$ cat src/axi2wb_pkg.sv
// axi2wb write bridge shared definitions
// bus widths, vector types, burst and FSM encodings, B response codes
package axi2wb_pkg;

	////////////////////////////////////////////////////////////
	// widths
	////////////////////////////////////////////////////////////
	localparam int AXI_ADDR_W = 28;
	localparam int AXI_DATA_W = 32;
	localparam int AXI_ID_W   = 6;
	// byte offset inside one data word
	localparam int AXI_LSBS   = 2;
	// wishbone addresses whole words
	localparam int WB_ADDR_W  = AXI_ADDR_W - AXI_LSBS;
	// enough for 256 outstanding strobes
	localparam int ACK_CNT_W  = 9;

	////////////////////////////////////////////////////////////
	// vector types
	////////////////////////////////////////////////////////////
	typedef logic [AXI_ADDR_W-1:0]   axi_addr_t;
	typedef logic [WB_ADDR_W-1:0]    wb_addr_t;
	typedef logic [AXI_DATA_W-1:0]   data_t;
	typedef logic [AXI_DATA_W/8-1:0] strb_t;
	typedef logic [AXI_ID_W-1:0]     axi_id_t;
	// AWLEN, beats minus one
	typedef logic [7:0]              beat_len_t;
	typedef logic [2:0]              axi_size_t;
	typedef logic [ACK_CNT_W-1:0]    ack_cnt_t;

	// AWBURST encoding
	typedef enum logic [1:0] {
		BURST_FIXED = 2'b00,
		BURST_INCR  = 2'b01,
		BURST_WRAP  = 2'b10
	} burst_t;

	// write burst FSM
	typedef enum logic [1:0] {
		ST_IDLE,
		ST_BURST,
		ST_DRAIN,
		ST_RESP
	} wr_state_t;

	// BRESP codes
	localparam logic [1:0] RESP_OKAY   = 2'b00;
	localparam logic [1:0] RESP_SLVERR = 2'b10;

endpackage

$ cat src/wb_beat_if.sv
// one write beat handed from the burst FSM to the wishbone issue stage
// valid/ready handshake, beat moves on an edge with both high
interface wb_beat_if;
	import axi2wb_pkg::*;

	// handshake
	logic     valid;
	logic     ready;

	// beat payload
	wb_addr_t addr;
	data_t    data;
	strb_t    sel;

	// burst FSM side
	modport ctrl (
		output valid,
		output addr,
		output data,
		output sel,
		input  ready
	);

	// output register side
	modport issue (
		input  valid,
		input  addr,
		input  data,
		input  sel,
		output ready
	);

endinterface

$ cat src/ack_tracker.sv
// wishbone acknowledge tracker
// counts strobes issued but not yet acknowledged and keeps
// a sticky error flag for the burst in progress
module ack_tracker (
	input  logic S_AXI_ACLK,
	input  logic S_AXI_ARESETN,
	input  logic i_start,
	input  logic i_issued,
	input  logic i_wb_ack,
	input  logic i_wb_err,
	output logic o_idle,
	output logic o_err
);
	import axi2wb_pkg::*;

	ack_cnt_t cnt_q;
	ack_cnt_t cnt_nxt;
	logic     err_q;

	// count after this cycle's issue and ack
	always_comb
	begin
		cnt_nxt = cnt_q;
		// error abandons everything still in flight
		if (i_wb_err)
			cnt_nxt = '0;
		else if (i_issued && !i_wb_ack)
			cnt_nxt = cnt_q + ack_cnt_t'(1);
		// stray ack with nothing pending is ignored
		else if (!i_issued && i_wb_ack && (cnt_q != '0))
			cnt_nxt = cnt_q - ack_cnt_t'(1);
	end

	always_ff @(posedge S_AXI_ACLK)
	begin
		if (!S_AXI_ARESETN)
		begin
			cnt_q <= '0;
			err_q <= 1'b0;
		end
		else
		begin
			cnt_q <= cnt_nxt;
			// sticky until the next burst starts
			if (i_wb_err)
				err_q <= 1'b1;
			else if (i_start)
				err_q <= 1'b0;
		end
	end

	// idle once the last ack has been seen this cycle
	assign o_idle = (cnt_nxt == '0);

	// error reported in the cycle it arrives, then held
	assign o_err = err_q || i_wb_err;

endmodule

$ cat src/axi2wb_write.sv
// AXI4 write channels to pipelined wishbone write master
// one burst in flight, one wishbone strobe per W beat,
// single B response with OKAY or SLVERR per burst
module axi2wb_write (
	input  logic                  S_AXI_ACLK,
	input  logic                  S_AXI_ARESETN,
	// write address channel
	input  logic                  S_AXI_AWVALID,
	output logic                  S_AXI_AWREADY,
	input  axi2wb_pkg::axi_id_t   S_AXI_AWID,
	input  axi2wb_pkg::axi_addr_t S_AXI_AWADDR,
	input  axi2wb_pkg::beat_len_t S_AXI_AWLEN,
	input  axi2wb_pkg::axi_size_t S_AXI_AWSIZE,
	input  logic [1:0]            S_AXI_AWBURST,
	// write data channel
	input  logic                  S_AXI_WVALID,
	output logic                  S_AXI_WREADY,
	input  axi2wb_pkg::data_t     S_AXI_WDATA,
	input  axi2wb_pkg::strb_t     S_AXI_WSTRB,
	// burst end comes from AWLEN, WLAST is not looked at
	input  logic                  S_AXI_WLAST,
	// write response channel
	output logic                  S_AXI_BVALID,
	input  logic                  S_AXI_BREADY,
	output axi2wb_pkg::axi_id_t   S_AXI_BID,
	output logic [1:0]            S_AXI_BRESP,
	// wishbone master, shares clock and reset
	output logic                  o_wb_cyc,
	output logic                  o_wb_stb,
	output axi2wb_pkg::wb_addr_t  o_wb_addr,
	output axi2wb_pkg::data_t     o_wb_data,
	output axi2wb_pkg::strb_t     o_wb_sel,
	input  logic                  i_wb_stall,
	input  logic                  i_wb_ack,
	input  logic                  i_wb_err
);
	import axi2wb_pkg::*;

	wb_beat_if beat_if ();

	wb_addr_t cur_addr;
	logic     addr_load;
	logic     addr_step;
	logic     burst_start;
	logic     wb_issued;
	logic     ack_idle;
	logic     ack_err;

	////////////////////////////////////////////////////////////
	// burst control
	////////////////////////////////////////////////////////////
	write_ctrl u_write_ctrl (
		.S_AXI_ACLK    (S_AXI_ACLK),
		.S_AXI_ARESETN (S_AXI_ARESETN),
		.i_awvalid     (S_AXI_AWVALID),
		.i_awid        (S_AXI_AWID),
		.i_awlen       (S_AXI_AWLEN),
		.i_wvalid      (S_AXI_WVALID),
		.i_wdata       (S_AXI_WDATA),
		.i_wstrb       (S_AXI_WSTRB),
		.i_bready      (S_AXI_BREADY),
		.i_cur_addr    (cur_addr),
		.i_idle        (ack_idle),
		.i_err         (ack_err),
		.o_awready     (S_AXI_AWREADY),
		.o_wready      (S_AXI_WREADY),
		.o_wb_cyc      (o_wb_cyc),
		.o_bvalid      (S_AXI_BVALID),
		.o_bid         (S_AXI_BID),
		.o_bresp       (S_AXI_BRESP),
		.o_load        (addr_load),
		.o_step        (addr_step),
		.o_start       (burst_start),
		.beat          (beat_if.ctrl)
	);

	burst_addr_gen u_burst_addr_gen (
		.S_AXI_ACLK (S_AXI_ACLK),
		.i_load     (addr_load),
		.i_step     (addr_step),
		.i_addr     (S_AXI_AWADDR),
		.i_size     (S_AXI_AWSIZE),
		.i_burst    (burst_t'(S_AXI_AWBURST)),
		.o_wb_addr  (cur_addr)
	);

	////////////////////////////////////////////////////////////
	// wishbone side
	////////////////////////////////////////////////////////////
	wb_write_issue u_wb_write_issue (
		.S_AXI_ACLK    (S_AXI_ACLK),
		.S_AXI_ARESETN (S_AXI_ARESETN),
		.i_abort       (ack_err),
		.i_wb_stall    (i_wb_stall),
		.beat          (beat_if.issue),
		.o_wb_stb      (o_wb_stb),
		.o_wb_addr     (o_wb_addr),
		.o_wb_data     (o_wb_data),
		.o_wb_sel      (o_wb_sel),
		.o_issued      (wb_issued)
	);

	ack_tracker u_ack_tracker (
		.S_AXI_ACLK    (S_AXI_ACLK),
		.S_AXI_ARESETN (S_AXI_ARESETN),
		.i_start       (burst_start),
		.i_issued      (wb_issued),
		.i_wb_ack      (i_wb_ack),
		.i_wb_err      (i_wb_err),
		.o_idle        (ack_idle),
		.o_err         (ack_err)
	);

endmodule

$ cat src/burst_addr_gen.sv
// AXI burst address generator
// holds start address, size and burst type of the active burst
// and moves the address on by one transfer size after each beat
module burst_addr_gen (
	input  logic                  S_AXI_ACLK,
	input  logic                  i_load,
	input  logic                  i_step,
	input  axi2wb_pkg::axi_addr_t i_addr,
	input  axi2wb_pkg::axi_size_t i_size,
	input  axi2wb_pkg::burst_t    i_burst,
	output axi2wb_pkg::wb_addr_t  o_wb_addr
);
	import axi2wb_pkg::*;

	axi_addr_t addr_q;
	axi_size_t size_q;
	burst_t    burst_q;

	// low address bits covered by one transfer
	axi_addr_t size_mask;
	axi_addr_t next_addr;

	// align down, then add 2^size
	// mask + 1 is the transfer size in bytes
	always_comb
	begin
		size_mask = (axi_addr_t'(1) << size_q) - axi_addr_t'(1);
		next_addr = (addr_q & ~size_mask) + size_mask + axi_addr_t'(1);
	end

	always_ff @(posedge S_AXI_ACLK)
	begin
		if (i_load)
		begin
			addr_q  <= i_addr;
			// bus is one word wide, larger sizes act as a word
			size_q  <= (i_size > axi_size_t'(2)) ? axi_size_t'(2) : i_size;
			burst_q <= i_burst;
		end
		// fixed bursts keep hitting the same location
		// wrap is stepped like incr
		else if (i_step && (burst_q != BURST_FIXED))
		begin
			addr_q <= next_addr;
		end
	end

	// drop byte offset for wishbone
	assign o_wb_addr = addr_q[AXI_ADDR_W-1:AXI_LSBS];

endmodule

$ cat src/wb_write_issue.sv
// wishbone write request stage
// registers strobe, address, data and select for one beat,
// holds them through stall, flags each strobe the slave takes
module wb_write_issue (
	input  logic                 S_AXI_ACLK,
	input  logic                 S_AXI_ARESETN,
	input  logic                 i_abort,
	input  logic                 i_wb_stall,
	wb_beat_if.issue             beat,
	output logic                 o_wb_stb,
	output axi2wb_pkg::wb_addr_t o_wb_addr,
	output axi2wb_pkg::data_t    o_wb_data,
	output axi2wb_pkg::strb_t    o_wb_sel,
	output logic                 o_issued
);

	////////////////////////////////////////////////////////////
	// handshake
	////////////////////////////////////////////////////////////

	// register is free when empty or its strobe goes out now
	assign beat.ready = !o_wb_stb || !i_wb_stall;

	// slave accepted the current strobe
	assign o_issued = o_wb_stb && !i_wb_stall;

	////////////////////////////////////////////////////////////
	// output registers
	////////////////////////////////////////////////////////////

	always_ff @(posedge S_AXI_ACLK)
	begin
		if (!S_AXI_ARESETN)
			o_wb_stb <= 1'b0;
		// bus error ends the cycle, nothing more goes out
		else if (i_abort)
			o_wb_stb <= 1'b0;
		else if (beat.ready)
			o_wb_stb <= beat.valid;
	end

	// payload only moves with a new beat
	// so it stays put while stalled
	always_ff @(posedge S_AXI_ACLK)
	begin
		if (beat.valid && beat.ready)
		begin
			o_wb_addr <= beat.addr;
			o_wb_data <= beat.data;
			o_wb_sel  <= beat.sel;
		end
	end

endmodule

$ cat src/write_ctrl.sv
// AXI write burst controller
// accepts one AW at a time, passes its W beats to the wishbone
// issue stage, discards the rest after a bus error, then
// returns a single B response with the captured ID
module write_ctrl (
	input  logic                   S_AXI_ACLK,
	input  logic                   S_AXI_ARESETN,
	input  logic                   i_awvalid,
	input  axi2wb_pkg::axi_id_t    i_awid,
	input  axi2wb_pkg::beat_len_t  i_awlen,
	input  logic                   i_wvalid,
	input  axi2wb_pkg::data_t      i_wdata,
	input  axi2wb_pkg::strb_t      i_wstrb,
	input  logic                   i_bready,
	input  axi2wb_pkg::wb_addr_t   i_cur_addr,
	input  logic                   i_idle,
	input  logic                   i_err,
	output logic                   o_awready,
	output logic                   o_wready,
	output logic                   o_wb_cyc,
	output logic                   o_bvalid,
	output axi2wb_pkg::axi_id_t    o_bid,
	output logic [1:0]             o_bresp,
	output logic                   o_load,
	output logic                   o_step,
	output logic                   o_start,
	wb_beat_if.ctrl                beat
);
	import axi2wb_pkg::*;

	wr_state_t state_q;
	wr_state_t state_nxt;
	logic      cyc_nxt;

	// beats still to come, minus one
	beat_len_t beats_left;
	// every W beat of the burst taken
	logic      w_done;

	logic      aw_take;
	logic      w_take;
	logic      burst_done;

	////////////////////////////////////////////////////////////
	// channel handshakes
	////////////////////////////////////////////////////////////

	assign aw_take = o_awready && i_awvalid;
	assign o_load  = aw_take;
	assign o_start = aw_take;

	// W goes straight onto the beat interface until the last beat is in
	assign beat.valid = (state_q == ST_BURST) && !w_done && i_wvalid && !i_err;
	assign beat.addr  = i_cur_addr;
	assign beat.data  = i_wdata;
	assign beat.sel   = i_wstrb;

	// drain swallows whatever is left of a failed burst
	assign o_wready = ((state_q == ST_BURST) && !w_done && beat.ready && !i_err)
		|| (state_q == ST_DRAIN);
	assign w_take = i_wvalid && o_wready;
	assign o_step = (state_q == ST_BURST) && w_take;

	// last strobe out and acknowledged
	assign burst_done = w_done && beat.ready && i_idle;

	assign o_bvalid = (state_q == ST_RESP);

	////////////////////////////////////////////////////////////
	// burst FSM
	////////////////////////////////////////////////////////////

	always_comb
	begin
		state_nxt = state_q;
		cyc_nxt   = o_wb_cyc;
		case (state_q)
			ST_IDLE:
			begin
				if (aw_take)
				begin
					state_nxt = ST_BURST;
					cyc_nxt   = 1'b1;
				end
			end
			ST_BURST:
			begin
				// bus error, release the bus at once
				if (i_err)
				begin
					cyc_nxt   = 1'b0;
					state_nxt = w_done ? ST_RESP : ST_DRAIN;
				end
				else if (burst_done)
				begin
					cyc_nxt   = 1'b0;
					state_nxt = ST_RESP;
				end
			end
			ST_DRAIN:
			begin
				if (w_take && (beats_left == '0))
					state_nxt = ST_RESP;
			end
			ST_RESP:
			begin
				if (i_bready)
					state_nxt = ST_IDLE;
			end
			default:
				state_nxt = ST_IDLE;
		endcase
	end

	always_ff @(posedge S_AXI_ACLK)
	begin
		if (!S_AXI_ARESETN)
		begin
			state_q   <= ST_IDLE;
			o_awready <= 1'b0;
			o_wb_cyc  <= 1'b0;
		end
		else
		begin
			state_q   <= state_nxt;
			// ready for AW whenever the FSM lands in idle
			o_awready <= (state_nxt == ST_IDLE);
			o_wb_cyc  <= cyc_nxt;
		end
	end

	// W beat countdown from AWLEN
	always_ff @(posedge S_AXI_ACLK)
	begin
		if (!S_AXI_ARESETN)
		begin
			beats_left <= '0;
			w_done     <= 1'b1;
		end
		else if (aw_take)
		begin
			beats_left <= i_awlen;
			w_done     <= 1'b0;
		end
		else if (w_take)
		begin
			if (beats_left == '0)
				w_done <= 1'b1;
			else
				beats_left <= beats_left - beat_len_t'(1);
		end
	end

	// B payload, ID at AW time, status on entry to response
	always_ff @(posedge S_AXI_ACLK)
	begin
		if (aw_take)
			o_bid <= i_awid;
		if ((state_q != ST_RESP) && (state_nxt == ST_RESP))
			o_bresp <= i_err ? RESP_SLVERR : RESP_OKAY;
	end

endmodule
$ cat config.mk
export PLATFORM = sky130hd
export DESIGN_NAME = axi2wb_write
export DESIGN_NICKNAME = d
export VERILOG_FILES = /design/src/axi2wb_pkg.sv /design/src/wb_beat_if.sv /design/src/ack_tracker.sv /design/src/axi2wb_write.sv /design/src/burst_addr_gen.sv /design/src/wb_write_issue.sv /design/src/write_ctrl.sv
export SDC_FILE = /design/constraint.sdc
export NUM_CORES = 1
export LEC_CHECK = 0
export ABC_CLOCK_PERIOD_IN_PS = 4800
export BUFFER_PORTS_ARGS = -buffer_cell sky130_fd_sc_hd__buf_2
export CORE_ASPECT_RATIO = 1.2
export CORE_MARGIN = 5
export CORE_UTILIZATION = 50
export CTS_BUF_LIST = sky130_fd_sc_hd__clkbuf_8
export CTS_CLUSTER_DIAMETER = 100
export DETAILED_ROUTE_END_ITERATION = 12
export PLACE_DENSITY_LB_ADDON = 0.08
export SYNTH_ARGS = -nofsm -noshare
export SYNTH_HDL_FRONTEND = slang
export SYNTH_HIERARCHICAL = 1
export SYNTH_SLANG_ARGS = --single-unit
$ cat constraint.sdc
create_clock -name S_AXI_ACLK -period 4.8 [get_ports S_AXI_ACLK]
set_clock_uncertainty 0.15 [all_clocks]
set_input_delay 0.72 -clock S_AXI_ACLK [delete_from_list [all_inputs] [get_ports S_AXI_ACLK]]
set_output_delay 0.72 -clock S_AXI_ACLK [all_outputs]
set_load 0.1 [all_outputs]
==> impl_summary.log <==
INFO  metric synth.yosys.seq_area_share = 52.2%
INFO  metric cp_slowest_cell = a211oi_2
INFO  metric number_of_flops_mapped_to_enable_cells_by_yosys = 102
INFO  metric yosysWarningCount = 6
INFO  metric worst_slew_pin_slew = 1.15 ns
INFO  metric vias_per_cell = 5.61
INFO  metric syn_inst = 620
INFO  metric drive_gt1_share = 32.7%
INFO  metric synth_top_area_cell = edfxtp_1
INFO  metric layout-area-overhead-vs-synth = 9.33%
INFO  metric top_cells_by_area_synth = edfxtp_1 45%, buf_4 10%, dfxtp_1 7.1%, nand2_1 2.3%, o21ai_0 2.1%
INFO  metric placeableCoreArea = 0.0133 mm^2
INFO  metric core.rowCount = 46
INFO  metric clk_pin_slew = 0.08 ns
INFO  metric dp.final_hpwl = 10200 um
INFO  metric setup.worst_path.class = reg2reg
INFO  metric globalplace.congestion = 0.842
INFO  metric critPathMaxFanout = 17
INFO  metric boundaryPins = 167
INFO  metric yosys_register_bits = 126
INFO  metric cp_data_arrival_time = 3.64 ns
INFO  metric vias = 4891
INFO  metric timing.critical_path.max_delay_family = compound AO/OA/AOI/OAI gates
INFO  metric hold_viol = 0
INFO  metric drc = 0
INFO  metric run_status = completed
INFO  metric cts_hold_repair.buffers = 0
INFO  metric max_clock_freq = 281 MHz
INFO  metric die_area = 0.0160 mm^2
INFO  metric cts_sinks = 126
INFO  metric grt_pass1_wl = 23400 um
INFO  metric primary_ff_master_synth = edfxtp_1
INFO  metric async_reset_ff_share = 0%
INFO  metric net_count_of_the_mapped_netlist = 719
INFO  metric wl = 14700 um
INFO  metric worst_slew_margin_rel = 23.0%
INFO  metric grt_antenna_before_repair = 2
INFO  metric tritoncts = done
INFO  metric port_buffers = 164
INFO  metric pin_count_of_the_biggest_net_entering_global_routing = 64
INFO  metric number_of_global_route_vias_before_repair = 4687
INFO  metric crit_path_cell_trace = or3_1 -> ha_1 -> nor3_1 -> o21ai_2 -> a211oi_2 -> nand2_1 -> a311oi_1
INFO  metric ir_worst_vdd = 0.000279 V
INFO  metric cts_buffers = 17
INFO  metric cp.buffers_inverters = 0
INFO  metric yosysUniqueCellTypes = 79
INFO  metric synth.cell_area = 0.00679 mm^2
INFO  metric cts-root-to-sink-buffers = 2
INFO  metric globalRoute.totalOverflow = 0
INFO  metric yosys.area.top_type_share = 45.1%
INFO  metric cts.htree.levels = 4
INFO  metric floorplan.initialDensity = 51.1%
INFO  metric die_width = 116 um
INFO  metric cp-start-kind = register
INFO  metric cp_data_required_time = 4.88 ns
INFO  metric commonest_non_fill_non_tap_cells_in_the_layout = 164 x buf_2, 102 x edfxtp_1, 42 x nand2_1, 34 x nor2_1, 29 x o21ai_0
INFO  metric post_cts_resized = 0
INFO  metric track_usage = 18.5%
INFO  metric post_cts.repair.setup_buffers = 0
INFO  metric chipHeight = 138 um
INFO  metric period_share = 74.3%
INFO  metric synthesis.area_per_instance = 11.0 um^2
INFO  metric worst_skew_pair.late_latency = 0.42 ns
INFO  metric cellLeakagePower = 2.86 nW
INFO  metric drt_pass1_iterations = 5
INFO  metric detail-route-antenna-nets = 0
INFO  metric cap_viol_max_count = 0
INFO  metric fillerInstances = 1171
INFO  metric dr.first_iter.drc_count = 302
INFO  metric critical_path.max_stage_delay = 0.89 ns
INFO  metric cts-root-buf = clkbuf_8
INFO  metric layout.cells.most_common = buf_2
INFO  metric setup_tns_after_final_layout = 0 ns
INFO  metric setup_viol = 0
INFO  metric detailed_place.area = 0.00703 mm^2
INFO  metric power-per-cell-area = 428 mW/mm^2
INFO  metric rsz0062_at_grt = false
INFO  metric stdcell_area = 0.00742 mm^2
INFO  metric cp-end-kind = register
INFO  metric final_net_count = 789
INFO  metric routedWlPerCell = 16.9 um
INFO  metric timing_max_transition_violations_final = 0
INFO  metric worst_hold_check_path_type = in2reg
INFO  metric finalWorstPathRequiredPeriod = 3.56 ns
metal layers:
layer | track usage, % | share of wire [%] | vias up
met3 | 5.14 | 6.7 | 21
met4 | 7.35 | 1.8 | 2
li1 | - | - | 2389
met2 | 30.2 | 50 | 168
met5 | 0 | 0.048 | -
met1 | 23.2 | 42 | 2311
area by class of cell:
cell class	instances	area [um^2]	area share (%)
Clock buffer	17	234	3.15
Tap cell	168	210	2.83
Antenna cell	1	2.50	0.0337
Timing Repair Buffer	169	858	11.6
Sequential cell	126	3540	47.7
Clock inverter	15	155	2.09
Multi-Input combinational cell	359	2350	31.7
Inverter	17	63.8	0.860
cells by family (layout without fill, tap and decap cells):
group | count (synthesis) | count (layout) | share of synthesized area [%]
and+or+nand+nor | 199 | 199 | 17.2
xor gates and xnor gates | 9 | 9 | 1.16
other | 2 | 3 | 0.111
muxes | 2 | 2 | 0.332
DFF | 126 | 126 | 52.2
buffers and inverters | 135 | 218 | 13.1
AOI/OAI and AO/OA | 140 | 140 | 14.5
adders and majority gates | 7 | 7 | 1.29
path summary, 6_finish.rpt:
kind,start,slack [ns],depth (start not counted),end
setup / recovery,u_burst_addr_gen/size_q[1],1.24,7,u_burst_addr_gen/addr_q[22]
hold / removal,S_AXI_WDATA[25],0.31,1,u_wb_write_issue/o_wb_data[25]
setup reg to reg,u_burst_addr_gen/size_q[1],1.24,7,u_burst_addr_gen/addr_q[22]
hold reg to reg,u_write_ctrl/beats_left[7],0.33,2,u_write_ctrl/beats_left[7]
Yosys cell counts, drive strengths merged, types with 2 or more instances:
cell,n
and4,7
buf,104
nand2b,6
o2111ai,4
and2,5
a2111oi,3
ha,7
or2,5
and2b,3
a311oi,8
o211a,2
edfxtp,102
nor3,13
conb,2
or4,10
and3b,5
and3,15
dfxtp,24
inv,17
a31oi,15
nand3,16
o311a,2
a21o,2
nor2b,6
xor2,2
nor4,6
clkbuf,14
a21oi,17
nor4b,2
xnor2,7
o21a,3
o31a,3
nor2,34
nand2,42
o211ai,8
or3,9
a32oi,2
nand4,4
a211oi,6
o21ai,31
o31ai,16
mux2,2
nor3b,7
o311ai,3
a211o,2
stage by stage:
| step | setup WS (ns) | power (mW) | instances | util, % | hold slack [ns] |
|---|---|---|---|---|---|
| floorplan | 1.22 | 2.22 | 620 | - | 0.291 |
| global placement | 1.18 | 2.27 | 839 | 52.9 | 0.305 |
| detailed placement | 1.17 | 2.29 | 839 | 52.9 | 0.318 |
| CTS | 1.26 | 3.21 | 871 | 55.8 | 0.280 |
| global route | 0.961 | 3.36 | 872 | 55.8 | 0.272 |
| finish | 1.24 | 3.17 | 872 | 55.8 | 0.313 |
where the power goes:
part / switching, mW / total [mW] / leakage [nW] / internal [mW]
Clock: 0.474 / 0.902 / 0.186 / 0.428
Sequential: 0.101 / 1.43 / 1.12 / 1.33
Combinational: 0.566 / 0.845 / 1.56 / 0.279
state kept, by name, indices dropped and copies added, names as in the netlist:
register	cells
u_wb_write_issue/o_wb_stb	1
u_wb_write_issue/o_wb_sel	4
u_ack_tracker/cnt_q	9
u_wb_write_issue/o_wb_data	32
u_wb_write_issue/o_wb_addr	26
u_burst_addr_gen/burst_q	2
u_write_ctrl/state_q	2
u_ack_tracker/err_q	1
u_write_ctrl/o_awready	1
u_burst_addr_gen/addr_q	28
u_write_ctrl/o_bresp	1
u_write_ctrl/w_done	1
u_write_ctrl/o_wb_cyc	1
u_burst_addr_gen/size_q	3
u_write_ctrl/o_bid	6
u_write_ctrl/beats_left	8
(Power assumes the default switching activity.)
